===== config.mk =====
export PLATFORM = sky130hd
export DESIGN_NAME = div_top
export DESIGN_NICKNAME = d
export VERILOG_FILES = /design/src/verilog/div_pkg.sv /design/src/verilog/cla_adder.sv /design/src/verilog/div_apb_regs.sv /design/src/verilog/div_fsm.sv /design/src/verilog/div_step_counter.sv /design/src/verilog/div_datapath.sv /design/src/verilog/div_top.sv
export VERILOG_INCLUDE_DIRS = /design/src /design/src/verilog
export SDC_FILE = /design/constraint.sdc
export NUM_CORES = 1
export LEC_CHECK = 0
export BUFFER_PORTS_ARGS = -buffer_cell sky130_fd_sc_hd__buf_2
export CAP_MARGIN = 20
export CORE_MARGIN = 2
export CORE_UTILIZATION = 45
export DETAILED_ROUTE_END_ITERATION = 10
export SKIP_CTS_REPAIR_TIMING = 1
export SKIP_LAST_GASP = 1
export SLEW_MARGIN = 40
export SYNTH_ARGS = -nofsm -noshare
export SYNTH_HDL_FRONTEND = slang
export SYNTH_HIERARCHICAL = 1
export SYNTH_SLANG_ARGS = --single-unit
export TNS_END_PERCENT = 100

===== constraint.sdc =====
create_clock -name clk -period 8.6 [get_ports clk]
set_input_delay 1.72 -clock clk [delete_from_list [all_inputs] [get_ports clk]]
set_output_delay 1.72 -clock clk [all_outputs]
set_load 0.01 [all_outputs]

===== src/verilog/div_defines.svh =====
`ifndef DIV_DEFINES_SVH
`define DIV_DEFINES_SVH

`define DIV_WIDTH      64
`define APB_ADDR_WIDTH 5

// register map, byte offsets.
`define REG_DVD_LO 5'h00
`define REG_DVD_HI 5'h04
`define REG_DVR_LO 5'h08
`define REG_DVR_HI 5'h0C
`define REG_CTRL   5'h10
`define REG_STATUS 5'h14
`define REG_RES_LO 5'h18
`define REG_RES_HI 5'h1C

`define CTRL_START  0
`define CTRL_SIGNED 1
`define CTRL_REM    2
`define CTRL_FLUSH  3

`define STAT_BUSY 0
`define STAT_DONE 1

`endif


===== src/verilog/div_pkg.sv =====
`default_nettype none

`include "div_defines.svh"

package div_pkg;

  typedef struct packed {
    logic [`DIV_WIDTH-1:0] dividend;
    logic [`DIV_WIDTH-1:0] divisor;
    logic                  is_signed;  // two's complement operands.
    logic                  want_rem;   // return remainder instead of quotient.
  } div_req_t;

  typedef struct packed {
    logic [`DIV_WIDTH-1:0] value;
  } div_result_t;

  // sequencer states.
  typedef enum logic [1:0] {
    IDLE = 2'd0,
    LOAD = 2'd1,
    ITER = 2'd2,
    FIX  = 2'd3
  } div_state_e;

endpackage

`default_nettype wire


===== src/verilog/cla_adder.sv =====
`timescale 1ns/100ps
`default_nettype none

`include "div_defines.svh"

module cla_adder #(
  parameter int width = `DIV_WIDTH  // multiple of four.
) (
  input  logic [width-1:0] a,
  input  logic [width-1:0] b,
  input  logic             cin,
  output logic [width-1:0] sum
);

  localparam int groups = width / 4;

  logic [width-1:0]  g;
  logic [width-1:0]  p;
  logic [width-1:0]  c;
  logic [groups-1:0] gc;  // carry into each group.

  assign g     = a & b;
  assign p     = a ^ b;
  assign gc[0] = cin;

  for (genvar i = 0; i < groups; i++) begin : g_grp
    localparam int lo = 4 * i;

    // lookahead inside the group.
    assign c[lo]   = gc[i];
    assign c[lo+1] = g[lo] | (p[lo] & gc[i]);
    assign c[lo+2] = g[lo+1] | (p[lo+1] & g[lo]) | (p[lo+1] & p[lo] & gc[i]);
    assign c[lo+3] = g[lo+2] | (p[lo+2] & g[lo+1]) | (p[lo+2] & p[lo+1] & g[lo])
                   | (p[lo+2] & p[lo+1] & p[lo] & gc[i]);

    if (i < groups - 1) begin : g_chain
      logic grp_g;
      logic grp_p;

      assign grp_g = g[lo+3] | (p[lo+3] & g[lo+2]) | (p[lo+3] & p[lo+2] & g[lo+1])
                   | (p[lo+3] & p[lo+2] & p[lo+1] & g[lo]);
      assign grp_p = &p[lo+3:lo];
      assign gc[i+1] = grp_g | (grp_p & gc[i]);  // second level.
    end
  end

  assign sum = p ^ c;

endmodule

`default_nettype wire


===== src/verilog/div_apb_regs.sv =====
`timescale 1ns/100ps
`default_nettype none

`include "div_defines.svh"

module div_apb_regs (
  input  logic                       clk,
  input  logic                       rst_n,
  input  logic                       psel,
  input  logic                       penable,
  input  logic                       pwrite,
  input  logic [`APB_ADDR_WIDTH-1:0] paddr,
  input  logic [31:0]                pwdata,
  output logic [31:0]                prdata,
  output logic                       pready,
  output logic                       pslverr,
  output div_pkg::div_req_t          req,
  output logic                       start,
  output logic                       flush,
  input  logic                       busy,
  input  logic                       done,
  input  div_pkg::div_result_t       result
);

  logic [`DIV_WIDTH-1:0] dvd_q;
  logic [`DIV_WIDTH-1:0] dvr_q;
  logic                  signed_q;
  logic                  rem_q;
  logic                  done_q;
  logic                  wr_en;
  logic                  ctrl_wr;

  assign pready  = 1'b1;  // every transfer ends in its access phase.
  assign pslverr = 1'b0;

  assign wr_en   = psel & penable & pwrite;
  assign ctrl_wr = wr_en & (paddr == `REG_CTRL);

  // flush beats start when both bits come in one write.
  assign start = ctrl_wr & pwdata[`CTRL_START] & ~pwdata[`CTRL_FLUSH];
  assign flush = ctrl_wr & pwdata[`CTRL_FLUSH];

  // ################################################
  // operand and control registers
  always_ff @(posedge clk) begin
    if (wr_en) begin
      case (paddr)
        `REG_DVD_LO: dvd_q[31:0]            <= pwdata;
        `REG_DVD_HI: dvd_q[`DIV_WIDTH-1:32] <= pwdata;
        `REG_DVR_LO: dvr_q[31:0]            <= pwdata;
        `REG_DVR_HI: dvr_q[`DIV_WIDTH-1:32] <= pwdata;
        default: ;
      endcase
    end
  end

  always_ff @(posedge clk or negedge rst_n) begin
    if (!rst_n) begin
      signed_q <= 1'b0;
      rem_q    <= 1'b0;
    end else if (start && !busy) begin  // a dropped start keeps the old mode.
      signed_q <= pwdata[`CTRL_SIGNED];
      rem_q    <= pwdata[`CTRL_REM];
    end
  end

  // sticky done.
  always_ff @(posedge clk or negedge rst_n) begin
    if (!rst_n) begin
      done_q <= 1'b0;
    end else if (start || flush) begin
      done_q <= 1'b0;
    end else if (done) begin
      done_q <= 1'b1;
    end
  end

  assign req.dividend  = dvd_q;
  assign req.divisor   = dvr_q;
  assign req.is_signed = signed_q;
  assign req.want_rem  = rem_q;

  // ################################################
  // read mux
  always_comb begin
    prdata = 32'b0;
    case (paddr)
      `REG_DVD_LO: prdata = dvd_q[31:0];
      `REG_DVD_HI: prdata = dvd_q[`DIV_WIDTH-1:32];
      `REG_DVR_LO: prdata = dvr_q[31:0];
      `REG_DVR_HI: prdata = dvr_q[`DIV_WIDTH-1:32];
      `REG_CTRL: begin
        prdata[`CTRL_SIGNED] = signed_q;
        prdata[`CTRL_REM]    = rem_q;
      end
      `REG_STATUS: begin
        prdata[`STAT_BUSY] = busy;
        prdata[`STAT_DONE] = done_q | done;  // pulse shows in its own cycle.
      end
      `REG_RES_LO: prdata = result.value[31:0];
      `REG_RES_HI: prdata = result.value[`DIV_WIDTH-1:32];
      default: prdata = 32'b0;
    endcase
  end

  // status never shows busy and done together.
  a_done_not_busy: assert property (@(posedge clk) disable iff (!rst_n)
    busy |-> !(done_q || done))
    else $error("done shown while busy.");

endmodule

`default_nettype wire


===== src/verilog/div_fsm.sv =====
`timescale 1ns/100ps
`default_nettype none

`include "div_defines.svh"

module div_fsm (
  input  logic clk,
  input  logic rst_n,
  input  logic start,
  input  logic flush,
  input  logic last,
  output logic load,
  output logic step,
  output logic finish,
  output logic busy,
  output logic done
);

  div_pkg::div_state_e state_q;
  div_pkg::div_state_e state_d;

  always_comb begin
    state_d = state_q;
    case (state_q)
      div_pkg::IDLE: if (start) state_d = div_pkg::LOAD;
      div_pkg::LOAD: state_d = div_pkg::ITER;
      div_pkg::ITER: if (last) state_d = div_pkg::FIX;  // last step taken.
      div_pkg::FIX:  state_d = div_pkg::IDLE;
      default:       state_d = div_pkg::IDLE;
    endcase
    if (flush) begin
      state_d = div_pkg::IDLE;
    end
  end

  always_ff @(posedge clk or negedge rst_n) begin
    if (!rst_n) begin
      state_q <= div_pkg::IDLE;
      done    <= 1'b0;
    end else begin
      state_q <= state_d;
      done    <= finish & ~flush;  // flushed fix-up gives no done.
    end
  end

  assign load   = (state_q == div_pkg::LOAD);
  assign step   = (state_q == div_pkg::ITER);
  assign finish = (state_q == div_pkg::FIX);
  assign busy   = (state_q != div_pkg::IDLE);

  // ################################################
  // sequencing checks
  // the counter ends a run after one step per result bit.
  a_iter_length: assert property (@(posedge clk) disable iff (!rst_n)
    (step && last) |-> $past(step, `DIV_WIDTH - 1))
    else $error("iteration run has the wrong number of steps.");

endmodule

`default_nettype wire


===== src/verilog/div_step_counter.sv =====
`timescale 1ns/100ps
`default_nettype none

`include "div_defines.svh"

module div_step_counter (
  input  logic clk,
  input  logic rst_n,
  input  logic load,
  input  logic step,
  output logic last
);

  localparam int cnt_w = $clog2(`DIV_WIDTH);

  logic [cnt_w-1:0] count_q;

  always_ff @(posedge clk or negedge rst_n) begin
    if (!rst_n) begin
      count_q <= '0;
    end else if (load) begin
      count_q <= cnt_w'(`DIV_WIDTH - 1);
    end else if (step && count_q != '0) begin
      count_q <= count_q - 1'b1;  // holds at zero.
    end
  end

  assign last = (count_q == '0);

  // the sequencer must stop stepping once the last step is taken.
  a_no_overrun: assert property (@(posedge clk) disable iff (!rst_n)
    (step && last) |=> !step)
    else $error("step after the last iteration.");

endmodule

`default_nettype wire


===== src/verilog/div_datapath.sv =====
`timescale 1ns/100ps
`default_nettype none

`include "div_defines.svh"

module div_datapath (
  input  logic                 clk,
  input  logic                 rst_n,
  input  div_pkg::div_req_t    req,
  input  logic                 load,
  input  logic                 step,
  input  logic                 finish,
  input  logic                 flush,
  output div_pkg::div_result_t result
);

  localparam int w  = `DIV_WIDTH;
  localparam int aw = `DIV_WIDTH + 4;  // sign and carry headroom.

  logic [aw-1:0] p_q;         // partial remainder.
  logic [w-1:0]  q_q;         // dividend out at the top, quotient in at the bottom.
  logic [aw-1:0] dvr_pos_q;
  logic [aw-1:0] dvr_neg_q;
  logic [w-1:0]  dvd_orig_q;
  logic          q_neg_q;
  logic          r_neg_q;
  logic          want_rem_q;
  logic          zero_q;
  logic          ovf_q;

  logic          dvd_neg;
  logic          dvr_neg;
  logic [w-1:0]  dvd_mag;
  logic [w-1:0]  dvr_mag;
  logic [aw-1:0] add_a;
  logic [aw-1:0] add_b;
  logic [aw-1:0] add_sum;
  logic [w-1:0]  rem_mag;
  logic [w-1:0]  quo_fix;
  logic [w-1:0]  rem_fix;
  logic [w-1:0]  res_d;

  assign dvd_neg = req.is_signed & req.dividend[w-1];
  assign dvr_neg = req.is_signed & req.divisor[w-1];
  assign dvd_mag = dvd_neg ? (~req.dividend + 1'b1) : req.dividend;
  assign dvr_mag = dvr_neg ? (~req.divisor + 1'b1) : req.divisor;

  // ################################################
  // load and iterate
  always_ff @(posedge clk) begin
    if (load) begin
      p_q        <= '0;
      q_q        <= dvd_mag;
      dvr_pos_q  <= {{(aw-w){1'b0}}, dvr_mag};
      dvr_neg_q  <= ~{{(aw-w){1'b0}}, dvr_mag} + 1'b1;
      dvd_orig_q <= req.dividend;
    end else if (step) begin
      p_q <= add_sum;
      q_q <= {q_q[w-2:0], ~add_sum[aw-1]};  // quotient bit is the new sign, inverted.
    end
  end

  always_ff @(posedge clk or negedge rst_n) begin
    if (!rst_n) begin
      q_neg_q    <= 1'b0;
      r_neg_q    <= 1'b0;
      want_rem_q <= 1'b0;
      zero_q     <= 1'b0;
      ovf_q      <= 1'b0;
    end else if (flush) begin
      q_neg_q    <= 1'b0;
      r_neg_q    <= 1'b0;
      want_rem_q <= 1'b0;
      zero_q     <= 1'b0;
      ovf_q      <= 1'b0;
    end else if (load) begin
      q_neg_q    <= dvd_neg ^ dvr_neg;
      r_neg_q    <= dvd_neg;
      want_rem_q <= req.want_rem;
      zero_q     <= ~|req.divisor;
      ovf_q      <= req.is_signed && (req.dividend == {1'b1, {(w-1){1'b0}}})
                    && (&req.divisor);
    end
  end

  // subtract while the remainder is positive, add back while negative.
  // in FIX the same adder restores a negative remainder.
  assign add_a = finish ? p_q : {p_q[aw-2:0], q_q[w-1]};
  assign add_b = p_q[aw-1] ? dvr_pos_q : dvr_neg_q;

  cla_adder #(
    .width (aw)
  ) i_cla_adder (
    .a   (add_a),
    .b   (add_b),
    .cin (1'b0),
    .sum (add_sum)
  );

  // ################################################
  // fix-up
  assign rem_mag = p_q[aw-1] ? add_sum[w-1:0] : p_q[w-1:0];

  always_comb begin
    quo_fix = q_neg_q ? (~q_q + 1'b1) : q_q;
    rem_fix = r_neg_q ? (~rem_mag + 1'b1) : rem_mag;
    if (zero_q) begin
      quo_fix = '1;
      rem_fix = dvd_orig_q;
    end else if (ovf_q) begin
      quo_fix = dvd_orig_q;
      rem_fix = '0;
    end
    res_d = want_rem_q ? rem_fix : quo_fix;
  end

  always_ff @(posedge clk or negedge rst_n) begin
    if (!rst_n) begin
      result.value <= '0;
    end else if (finish && !flush) begin
      result.value <= res_d;
    end
  end

endmodule

`default_nettype wire


===== src/verilog/div_top.sv =====
`timescale 1ns/100ps
`default_nettype none

`include "div_defines.svh"

module div_top (
  input  logic                       clk,
  input  logic                       rst_n,
  input  logic                       psel,
  input  logic                       penable,
  input  logic                       pwrite,
  input  logic [`APB_ADDR_WIDTH-1:0] paddr,
  input  logic [31:0]                pwdata,
  output logic [31:0]                prdata,
  output logic                       pready,
  output logic                       pslverr
);

  div_pkg::div_req_t    req;
  div_pkg::div_result_t result;
  logic                 start;
  logic                 flush;
  logic                 busy;
  logic                 done;
  logic                 load;
  logic                 step;
  logic                 finish;
  logic                 last;

  div_apb_regs i_div_apb_regs (
    .clk     (clk),
    .rst_n   (rst_n),
    .psel    (psel),
    .penable (penable),
    .pwrite  (pwrite),
    .paddr   (paddr),
    .pwdata  (pwdata),
    .prdata  (prdata),
    .pready  (pready),
    .pslverr (pslverr),
    .req     (req),
    .start   (start),
    .flush   (flush),
    .busy    (busy),
    .done    (done),
    .result  (result)
  );

  div_fsm i_div_fsm (
    .clk    (clk),
    .rst_n  (rst_n),
    .start  (start),
    .flush  (flush),
    .last   (last),
    .load   (load),
    .step   (step),
    .finish (finish),
    .busy   (busy),
    .done   (done)
  );

  div_step_counter i_div_step_counter (
    .clk   (clk),
    .rst_n (rst_n),
    .load  (load),
    .step  (step),
    .last  (last)
  );

  div_datapath i_div_datapath (
    .clk    (clk),
    .rst_n  (rst_n),
    .req    (req),
    .load   (load),
    .step   (step),
    .finish (finish),
    .flush  (flush),
    .result (result)
  );

endmodule

`default_nettype wire


# Word level (Yosys, flattened, before mapping)

Index checks and enable logic that the tools add are counted.

Bits in registers: 537
Bits of input ports: 42
Output and inout bits: 34
Word-level logic and storage cells: 543

Add/subtract/negate cells: 6
Eq/ne operators: 13
Mux-type cells: 36
Bitwise gates (word level): 427
Reductions and logical operators: 40

Operator list:

| kind                    | count |
|---|---|
| $mux W64                | 12 |
| $add A64 B1 Y64 const B | 4 |
| $not A64 Y64            | 4 |
| $and A1 B1 Y1           | 252 |
| $pmux W29 S6            | 1 |
| $or A1 B1 Y1            | 163 |
| $mux W68                | 2 |
| $xor A68 B68 Y68        | 2 |
| $add A68 B1 Y68 const B | 1 |
| $not A64 Y68            | 1 |
| $and A67 B67 Y67        | 1 |
| $eq A64 B64 Y1 const B  | 1 |
| $reduce_and A64 Y1      | 1 |
| $reduce_or A64 Y1       | 1 |
| $reduce_and A4 Y1       | 15 |
| $eq A5 B5 Y1 const B    | 4 |
| $pmux W1 S7             | 2 |
| $mux W1                 | 12 |
| $mux W6                 | 2 |
| $eq A5 B4 Y1 const B    | 2 |
| $reduce_and A2 Y1       | 5 |
| $reduce_bool A2 Y1      | 5 |
| $pmux W1 S8             | 1 |
| $pmux W2 S4             | 1 |
| other kinds (15)        | 27 |

# Logic depth before layout (Yosys ltp)

Depth in word-level cells: 47
Gate-level depth with buffers: 35
Mapped depth without buffers: 23

# Modules after synthesis

Netlist, hierarchy kept.

By module, submodules not included:

| module           | instances | cells an instance | area each (um^2) | seq. area each (um^2) |
|---|---|---|---|---|
| div_datapath     | 1         | 2724              | 26008.7          | 10865.4 |
| div_apb_regs     | 1         | 356               | 5691.7           | 3918.8 |
| cla_adder        | 1         | 346               | 2871.5           | 0.0 |
| div_step_counter | 1         | 40                | 387.9            | 150.1 |
| div_fsm          | 1         | 20                | 212.7            | 75.1 |

# Least setup slack after synthesis

Ideal clock, no wire load.

Kind: reg2reg
Start point: reg i_div_datapath.p_q[67]
End point: reg, netlist name i_div_datapath/result[48]
Setup time: 0.120 ns
Arrival: 7.446 ns
Data required time: 8.480 ns
Slack: 1.034 ns
Stages on the path, launching flop included: 35
Buffers on the path: 12
Clock period less this slack: 7.566 ns
Path through: dfxtp_1 buf_2 buf_2 buf_4 buf_2 buf_4 buf_2 buf_2 buf_2 buf_2 buf_2 buf_2 buf_2 mux2_2 ha_1 a21oi_1 o21ai_1 a2111oi_4 a21oi_2 nor2_1 nand2_1 and2_1 o21ai_0 nand2b_1 fa_1 xor2_1 nor3b_1 o22ai_1 nor4_1 nand3b_1 or3_1 o41ai_1 xnor2_1 nand2_1 a31o_2

Elaborated cells on any way between the ends: 312
Those cells by class: add/sub: 1; mux: 6; bitwise: 294; reduce/logical: 11

RTL lines:

| item                                                        | line                             | source |
|---|---|---|
| from (decl)                                                 | div_datapath.sv:20               | `logic [aw-1:0] p_q;` |
| from (signal assigned)                                      | div_datapath.sv:58               | `p_q <= add_sum;` |
| $mux W68 (*)                                                | div_datapath.sv:89               | `assign add_b = p_q[aw-1] ? dvr_pos_q : dvr_neg_q;` |
| via i_div_datapath.add_b[13]                                | div_datapath.sv:36               | `logic [aw-1:0] add_b;` |
| $and A67 B67 Y67 / $xor A68 B68 Y68 (equally long branches) | cla_adder.sv:22, cla_adder.sv:23 |  |
| $and A1 B1 Y1 (on tied branches)                            | cla_adder.sv:40, cla_adder.sv:41 |  |
| $or A1 B1 Y1 / $and A1 B1 Y1 (equally long branches)        | cla_adder.sv:40, cla_adder.sv:41 |  |
| $or A1 B1 Y1                                                | cla_adder.sv:41                  | `\| (p[lo+3] & p[lo+2] & p[lo+1] & g[lo]);` |
| $or A1 B1 Y1 (*)                                            | cla_adder.sv:43                  | `assign gc[i+1] = grp_g \| (grp_p & gc[i]);` |
| $and A1 B1 Y1 (*)                                           | cla_adder.sv:43                  |  |
| (+10 left out)                                              | -                                |  |
| via i_div_datapath.add_sum[33]                              | div_datapath.sv:37               | `logic [aw-1:0] add_sum;` |
| $mux W64 (*)                                                | div_datapath.sv:102              | `assign rem_mag = p_q[aw-1] ? add_sum[w-1:0] : p_q[w-1:0];` |
| $not A64 Y64 (*)                                            | div_datapath.sv:106              | `rem_fix = r_neg_q ? (~rem_mag + 1'b1) : rem_mag;` |
| $add A64 B1 Y64 (*)                                         | div_datapath.sv:106              |  |
| $mux W64 (*)                                                | div_datapath.sv:106              |  |
| $mux W64 (*)                                                | div_datapath.sv:110              | `end else if (ovf_q) begin` |
| $mux W64 (*)                                                | div_datapath.sv:107              | `if (zero_q) begin` |
| $mux W64 (*)                                                | div_datapath.sv:114              | `res_d = want_rem_q ? rem_fix : quo_fix;` |

The timed path passes the listed nets; every way through them passes the cells marked *.
A chain may end at the register's enable or synchronous reset.

# Worst setup path in the final report

Start point: reg i_div_fsm.state_q[1]
End point: reg, netlist name i_div_datapath/result[48]

Elaborated cells on any way between the ends: 314
Those cells by class: add/sub: 1; eq/ne: 1; mux: 6; bitwise: 294; reduce/logical: 12

RTL lines:

| item                                                        | line                             | source |
|---|---|---|
| from (decl)                                                 | div_fsm.sv:19                    | `div_pkg::div_state_e state_q;` |
| from (signal assigned)                                      | div_fsm.sv:38                    | `state_q <= div_pkg::IDLE;` |
| from (signal assigned)                                      | div_fsm.sv:41                    | `state_q <= state_d;` |
| $eq A2 B2 Y1 (*)                                            | div_fsm.sv:48                    | `assign finish = (state_q == div_pkg::FIX);` |
| via finish                                                  | div_top.sv:27                    | `logic finish;` |
| $mux W68 (*)                                                | div_datapath.sv:88               | `assign add_a = finish ? p_q : {p_q[aw-2:0], q_q[w-1]};` |
| via i_div_datapath.add_a[21]                                | div_datapath.sv:35               | `logic [aw-1:0] add_a;` |
| $and A67 B67 Y67 / $xor A68 B68 Y68 (equally long branches) | cla_adder.sv:22, cla_adder.sv:23 |  |
| $and A1 B1 Y1 (on tied branches)                            | cla_adder.sv:40, cla_adder.sv:41 |  |
| $or A1 B1 Y1 / $and A1 B1 Y1 (equally long branches)        | cla_adder.sv:40, cla_adder.sv:41 |  |
| $or A1 B1 Y1                                                | cla_adder.sv:41                  |  |
| (+8 left out)                                               | -                                |  |
| via i_div_datapath.add_sum[33]                              | div_datapath.sv:37               |  |
| $mux W64 (*)                                                | div_datapath.sv:102              |  |
| $not A64 Y64 (*)                                            | div_datapath.sv:106              |  |
| $add A64 B1 Y64 (*)                                         | div_datapath.sv:106              |  |
| $mux W64 (*)                                                | div_datapath.sv:106              |  |
| $mux W64 (*)                                                | div_datapath.sv:110              |  |
| $mux W64 (*)                                                | div_datapath.sv:107              |  |
| $mux W64 (*)                                                | div_datapath.sv:114              |  |

Marks and branches as above.

==> results by group <==
Worst setup path
  • Reg2Reg Depth: 24
  • Worst EP required: roughly 9.2 ns
  • R2r setup slk: 1.62 ns
  • Crit end category: flip-flop
  • Worst flop-to-flop path endpoint: i_div_datapath/result[48]$_DFFE_PN0P_
  • WP data arrival: ~7.5 ns
  • Crit Path Category: reg -> reg
  • Worst reg2reg startpoint: i_div_fsm/state_q[1]$_DFFE_PN0P_
  • Critical Path Fanout Max: 48
  • Startpoint types: flip-flop

Routing
  • DR WL/cell: around 28 um
  • Final antenna-violating net count: 0
  • WL final: ~130000 um
  • Drt drc: 0
  • Via Count: 29500
  • Pre-Repair DR Iteration Count: 9
  • Vias per cell: 6.45
  • Drt first-iter violations: 3596

Floorplan
  • Die Wd: around 280 um
  • Core area: about 0.077 mm^2
  • Die area: 0.0804 mm^2
  • Row count: roughly 100
  • Starting Density: a little under half
  • Die height: between 200 and 300 um
  • Ports: 76

Place
  • HPWL after detailed placement: roughly 95000 um
  • PortBufs: between 70 and 80
  • Routability cong.: ~1.0

Logic synthesis
  • Synth Register Bits: ~540
  • Synthesized instance count: between 3000 and 4000
  • Syn avg cell area: 10.1 um^2
  • Cell area after synthesis: between 0.03 and 0.04 mm^2
  • Synth warn: 6
  • Sequential area share after synthesis: between 40% and 50%
  • Post-synth ARST share: about 15%
  • Main flop type after synthesis: edfxtp_1
  • Post-synth EDFFs: around 390
  • Unique cell type count in the Yosys netlist: between 100 and 150

Power and ir drop
  • Comb pwr share: 44.5%
  • Part of the power in the clock network: 22.1%
  • Static Leak: 13.6 nW
  • VDD IR max: ~0.32 mV
  • Reg power frac: between 30 and 40%
  • Psw: between 5 and 6 mW
  • Pint: between 7 and 8 mW
  • PwrDens: about 340 mW/mm^2
  • Sw Share: a little over two fifths

GRT
  • Remaining Overflow, GRT: 0
  • Global-route wire length before repair: between 150000 and 200000 um
  • Largest net degree at the start of global routing: 97
  • Initial antenna violation count: 5
  • Number of global-route vias before repair: between 20000 and 30000
  • All-Layer GR Usage: a little under a third

STA
  • Max Freq: between 100 and 150 MHz
  • Crit share post-route: about 81%
  • Setup TNS: 0 ns
  • Final Max Slew Viols: 0
  • Worst slew pin tran: roughly 0.97 ns
  • WHS: about 0.49 ns
  • RSZ-0062 raised after global routing: no
  • Relative slew slack: a little over a third
  • Final Hold Violating Endpoints: 0
  • Final setup violation count: 0
  • Layout Skew: between 0.08 and 0.09 ns
  • Final Critical Period: about 7.0 ns

Clock network
  • Sink Count: roughly 540
  • Num CTS Buffers: around 60
  • Clock transition at path regs: ~0.070 ns
  • CTS tree: done
  • Max Buffers Root-to-Sink: 3
  • Max H-tree Level: 2
  • Root Buffer: clkbuf_16
  • Worst-skew pair later-pin latency: between 0.7 and 0.8 ns

Finish
  • Commonest non-fill, non-tap cell in the layout: edfxtp_1
  • Synth-to-layout area growth: 10.8%
  • FILL cells: around 7200
  • Multi-input logic area: ~0.019 mm^2
  • Final Core Density: approximately 50%
  • Flip-flop and latch area: ~0.015 mm^2
  • Fin nets: about 3600
  • Share of cells above drive strength 1: 15.6%
  • Commonest non-fill, non-tap cells in the layout: 387 x edfxtp_1, 324 x nor2_1, 234 x nand2_1

Worst hold path
  • Hold EP: i_div_datapath/result[18]$_DFFE_PN0P_
  • Hold crit path type: reg -> reg
  • WHS Path Cells: 2
  • Hold Startpoint: i_div_datapath/result[18]$_DFFE_PN0P_

Run
  • Max cap viols: 0

Outcome
  • Status: finished clean
-- cells in the mapped netlist (15+ instances only) --
cell	n	area [um^2]
a211oi_1	17	128
a21o_1	23	173
a21oi_1	194	971
a221oi_1	19	166
a222oi_1	25	250
a22oi_1	26	195
a31oi_1	35	219
and3_1	15	93.8
buf_1	17	63.8
buf_2	37	185
clkbuf_1	140	526
dfrtp_1	81	2030
dfxtp_1	68	1360
edfxtp_1	387	11600
fa_1	17	340
ha_1	80	1000
inv_1	74	278
mux2_2	176	1980
mux2i_1	157	1570
nand2_1	236	886
nand2b_1	57	357
nand3_1	56	280
nand4_1	51	319
nor2_1	326	1220
nor2b_1	22	138
nor3_1	123	616
nor3b_1	33	248
nor4_1	51	319
o21ai_0	160	801
o221ai_1	21	184
o22ai_1	40	250
o31ai_1	42	315
o41ai_1	21	184
or2_2	17	106
or3_1	34	213
or4_1	28	210
xnor2_1	201	1760
xor2_1	144	1260
-- metrics by stage --
step / cells / worst slack (ns) / power [mW] / instance area [um^2]
5_1_grt: 4570 / 1.19 / 14.1 / 39000
2_1_floorplan: 3488 / 1.03 / 8.44 / 35200
3_5_place_dp: 4451 / 1.70 / 10.3 / 36700
3_3_place_gp: 4443 / 1.77 / 10.2 / 36400
4_1_cts: 4567 / 1.66 / 13.3 / 38900
6_report: 4573 / 1.62 / 13.3 / 39000
-- cell families after synthesis --
| group | count (synthesis) | share of synthesized area (%) |
|---|---|---|
| AO/OA/AOI/OAI | 734 | 13.8 |
| flip-flops | 536 | 42.7 |
| AND/OR/NAND/NOR | 1138 | 16.9 |
| adder cells (fa/ha/maj) | 97 | 3.81 |
| other | 3 | 0.0320 |
| multiplexers | 340 | 10.6 |
| XOR/XNOR | 348 | 8.73 |
| buffers and inverters | 290 | 3.57 |
-- metal layers --
metal	vias up	track usage (%)	part of all wire, %
met1	14400	43.5	41
met5	-	0	0.012
li1	13000	-	-
met4	2	15.1	5.6
met3	329	7.97	11
met2	1659	45.3	42
-- registers in the layout, indices dropped and copies added (netlist names) --
name,cells
i_div_apb_regs/done_q,1
i_div_datapath/ovf_q,1
i_div_datapath/dvr_pos_q,63
i_div_datapath/want_rem_q,1
i_div_datapath/dvr_neg_q,68
i_div_apb_regs/dvd_q,64
i_div_datapath/result,64
i_div_datapath/zero_q,1
i_div_datapath/r_neg_q,1
i_div_datapath/p_q,68
i_div_apb_regs/dvr_q,64
i_div_step_counter/count_q,6
i_div_fsm/state_q,2
i_div_datapath/q_q,64
i_div_datapath/q_neg_q,1
i_div_apb_regs/rem_q,1
i_div_datapath/dvd_orig_q,64
i_div_apb_regs/signed_q,1
i_div_fsm/done,1
-- worst max path at each step --
stage | start | end | slack [ns] | cells after the start
finish | i_div_fsm/state_q[1]$_DFFE_PN0P_ | i_div_datapath/result[48]$_DFFE_PN0P_ | 1.62 | 24
global route | i_div_fsm/state_q[1]$_DFFE_PN0P_ | i_div_datapath/result[48]$_DFFE_PN0P_ | 1.19 | 24
CTS | i_div_fsm/state_q[1]$_DFFE_PN0P_ | i_div_datapath/result[48]$_DFFE_PN0P_ | 1.66 | 24
detailed placement | i_div_fsm/state_q[1]$_DFFE_PN0P_ | i_div_datapath/result[48]$_DFFE_PN0P_ | 1.70 | 24
global placement | i_div_fsm/state_q[0]$_DFFE_PN0P_ | i_div_datapath/result[48]$_DFFE_PN0P_ | 1.77 | 24
floorplan | i_div_datapath/p_q[67]$_SDFFE_PP0P_ | i_div_datapath/result[48]$_DFFE_PN0P_ | 1.03 | 34
-- final cells by class --
class / count / share of cell area [%]
clock inverters: 50 / 1.81
repair buffers: 140 / 2.53
clock buffers: 66 / 4.02
multi-input cells: 2662 / 49.0
well taps: 1040 / 3.34
flip-flops and latches: 536 / 38.5
diodes: 4 / 0.0257
inverters: 75 / 0.722
-- power by group through the flow --
stage | Clock (mW) | Combinational [mW] | Sequential [mW]
2_1_floorplan | 0 | 4.23 | 4.20
3_3_place_gp | 0 | 5.73 | 4.46
3_5_place_dp | 0 | 5.82 | 4.47
4_1_cts | 2.98 | 5.86 | 4.42
5_1_grt | 3.08 | 6.45 | 4.52
6_report | 2.95 | 5.94 | 4.47
-- worst max-delay path: stages, from the launching register on --
cell and delay, ns:
dfrtp_1 0.46, ha_4 0.41, buf_4 0.62, mux2_2 0.41, ha_1 0.36, a21oi_1 0.17
o21ai_0 0.13, a21oi_1 0.23, nor2_1 0.11, nor2_1 0.16, nand2_1 0.10, and2_1 0.19
o21ai_0 0.15, nand2b_1 0.09, fa_1 0.37, xor2_1 0.20, nor3b_1 0.29, o22ai_1 0.16
nor4_1 0.65, nand3b_1 0.21, or3_1 0.45, o41ai_1 0.40, xnor2_1 0.18, nand2_1 0.08
a31o_2 0.25
Power figures use the tool's default switching activity.
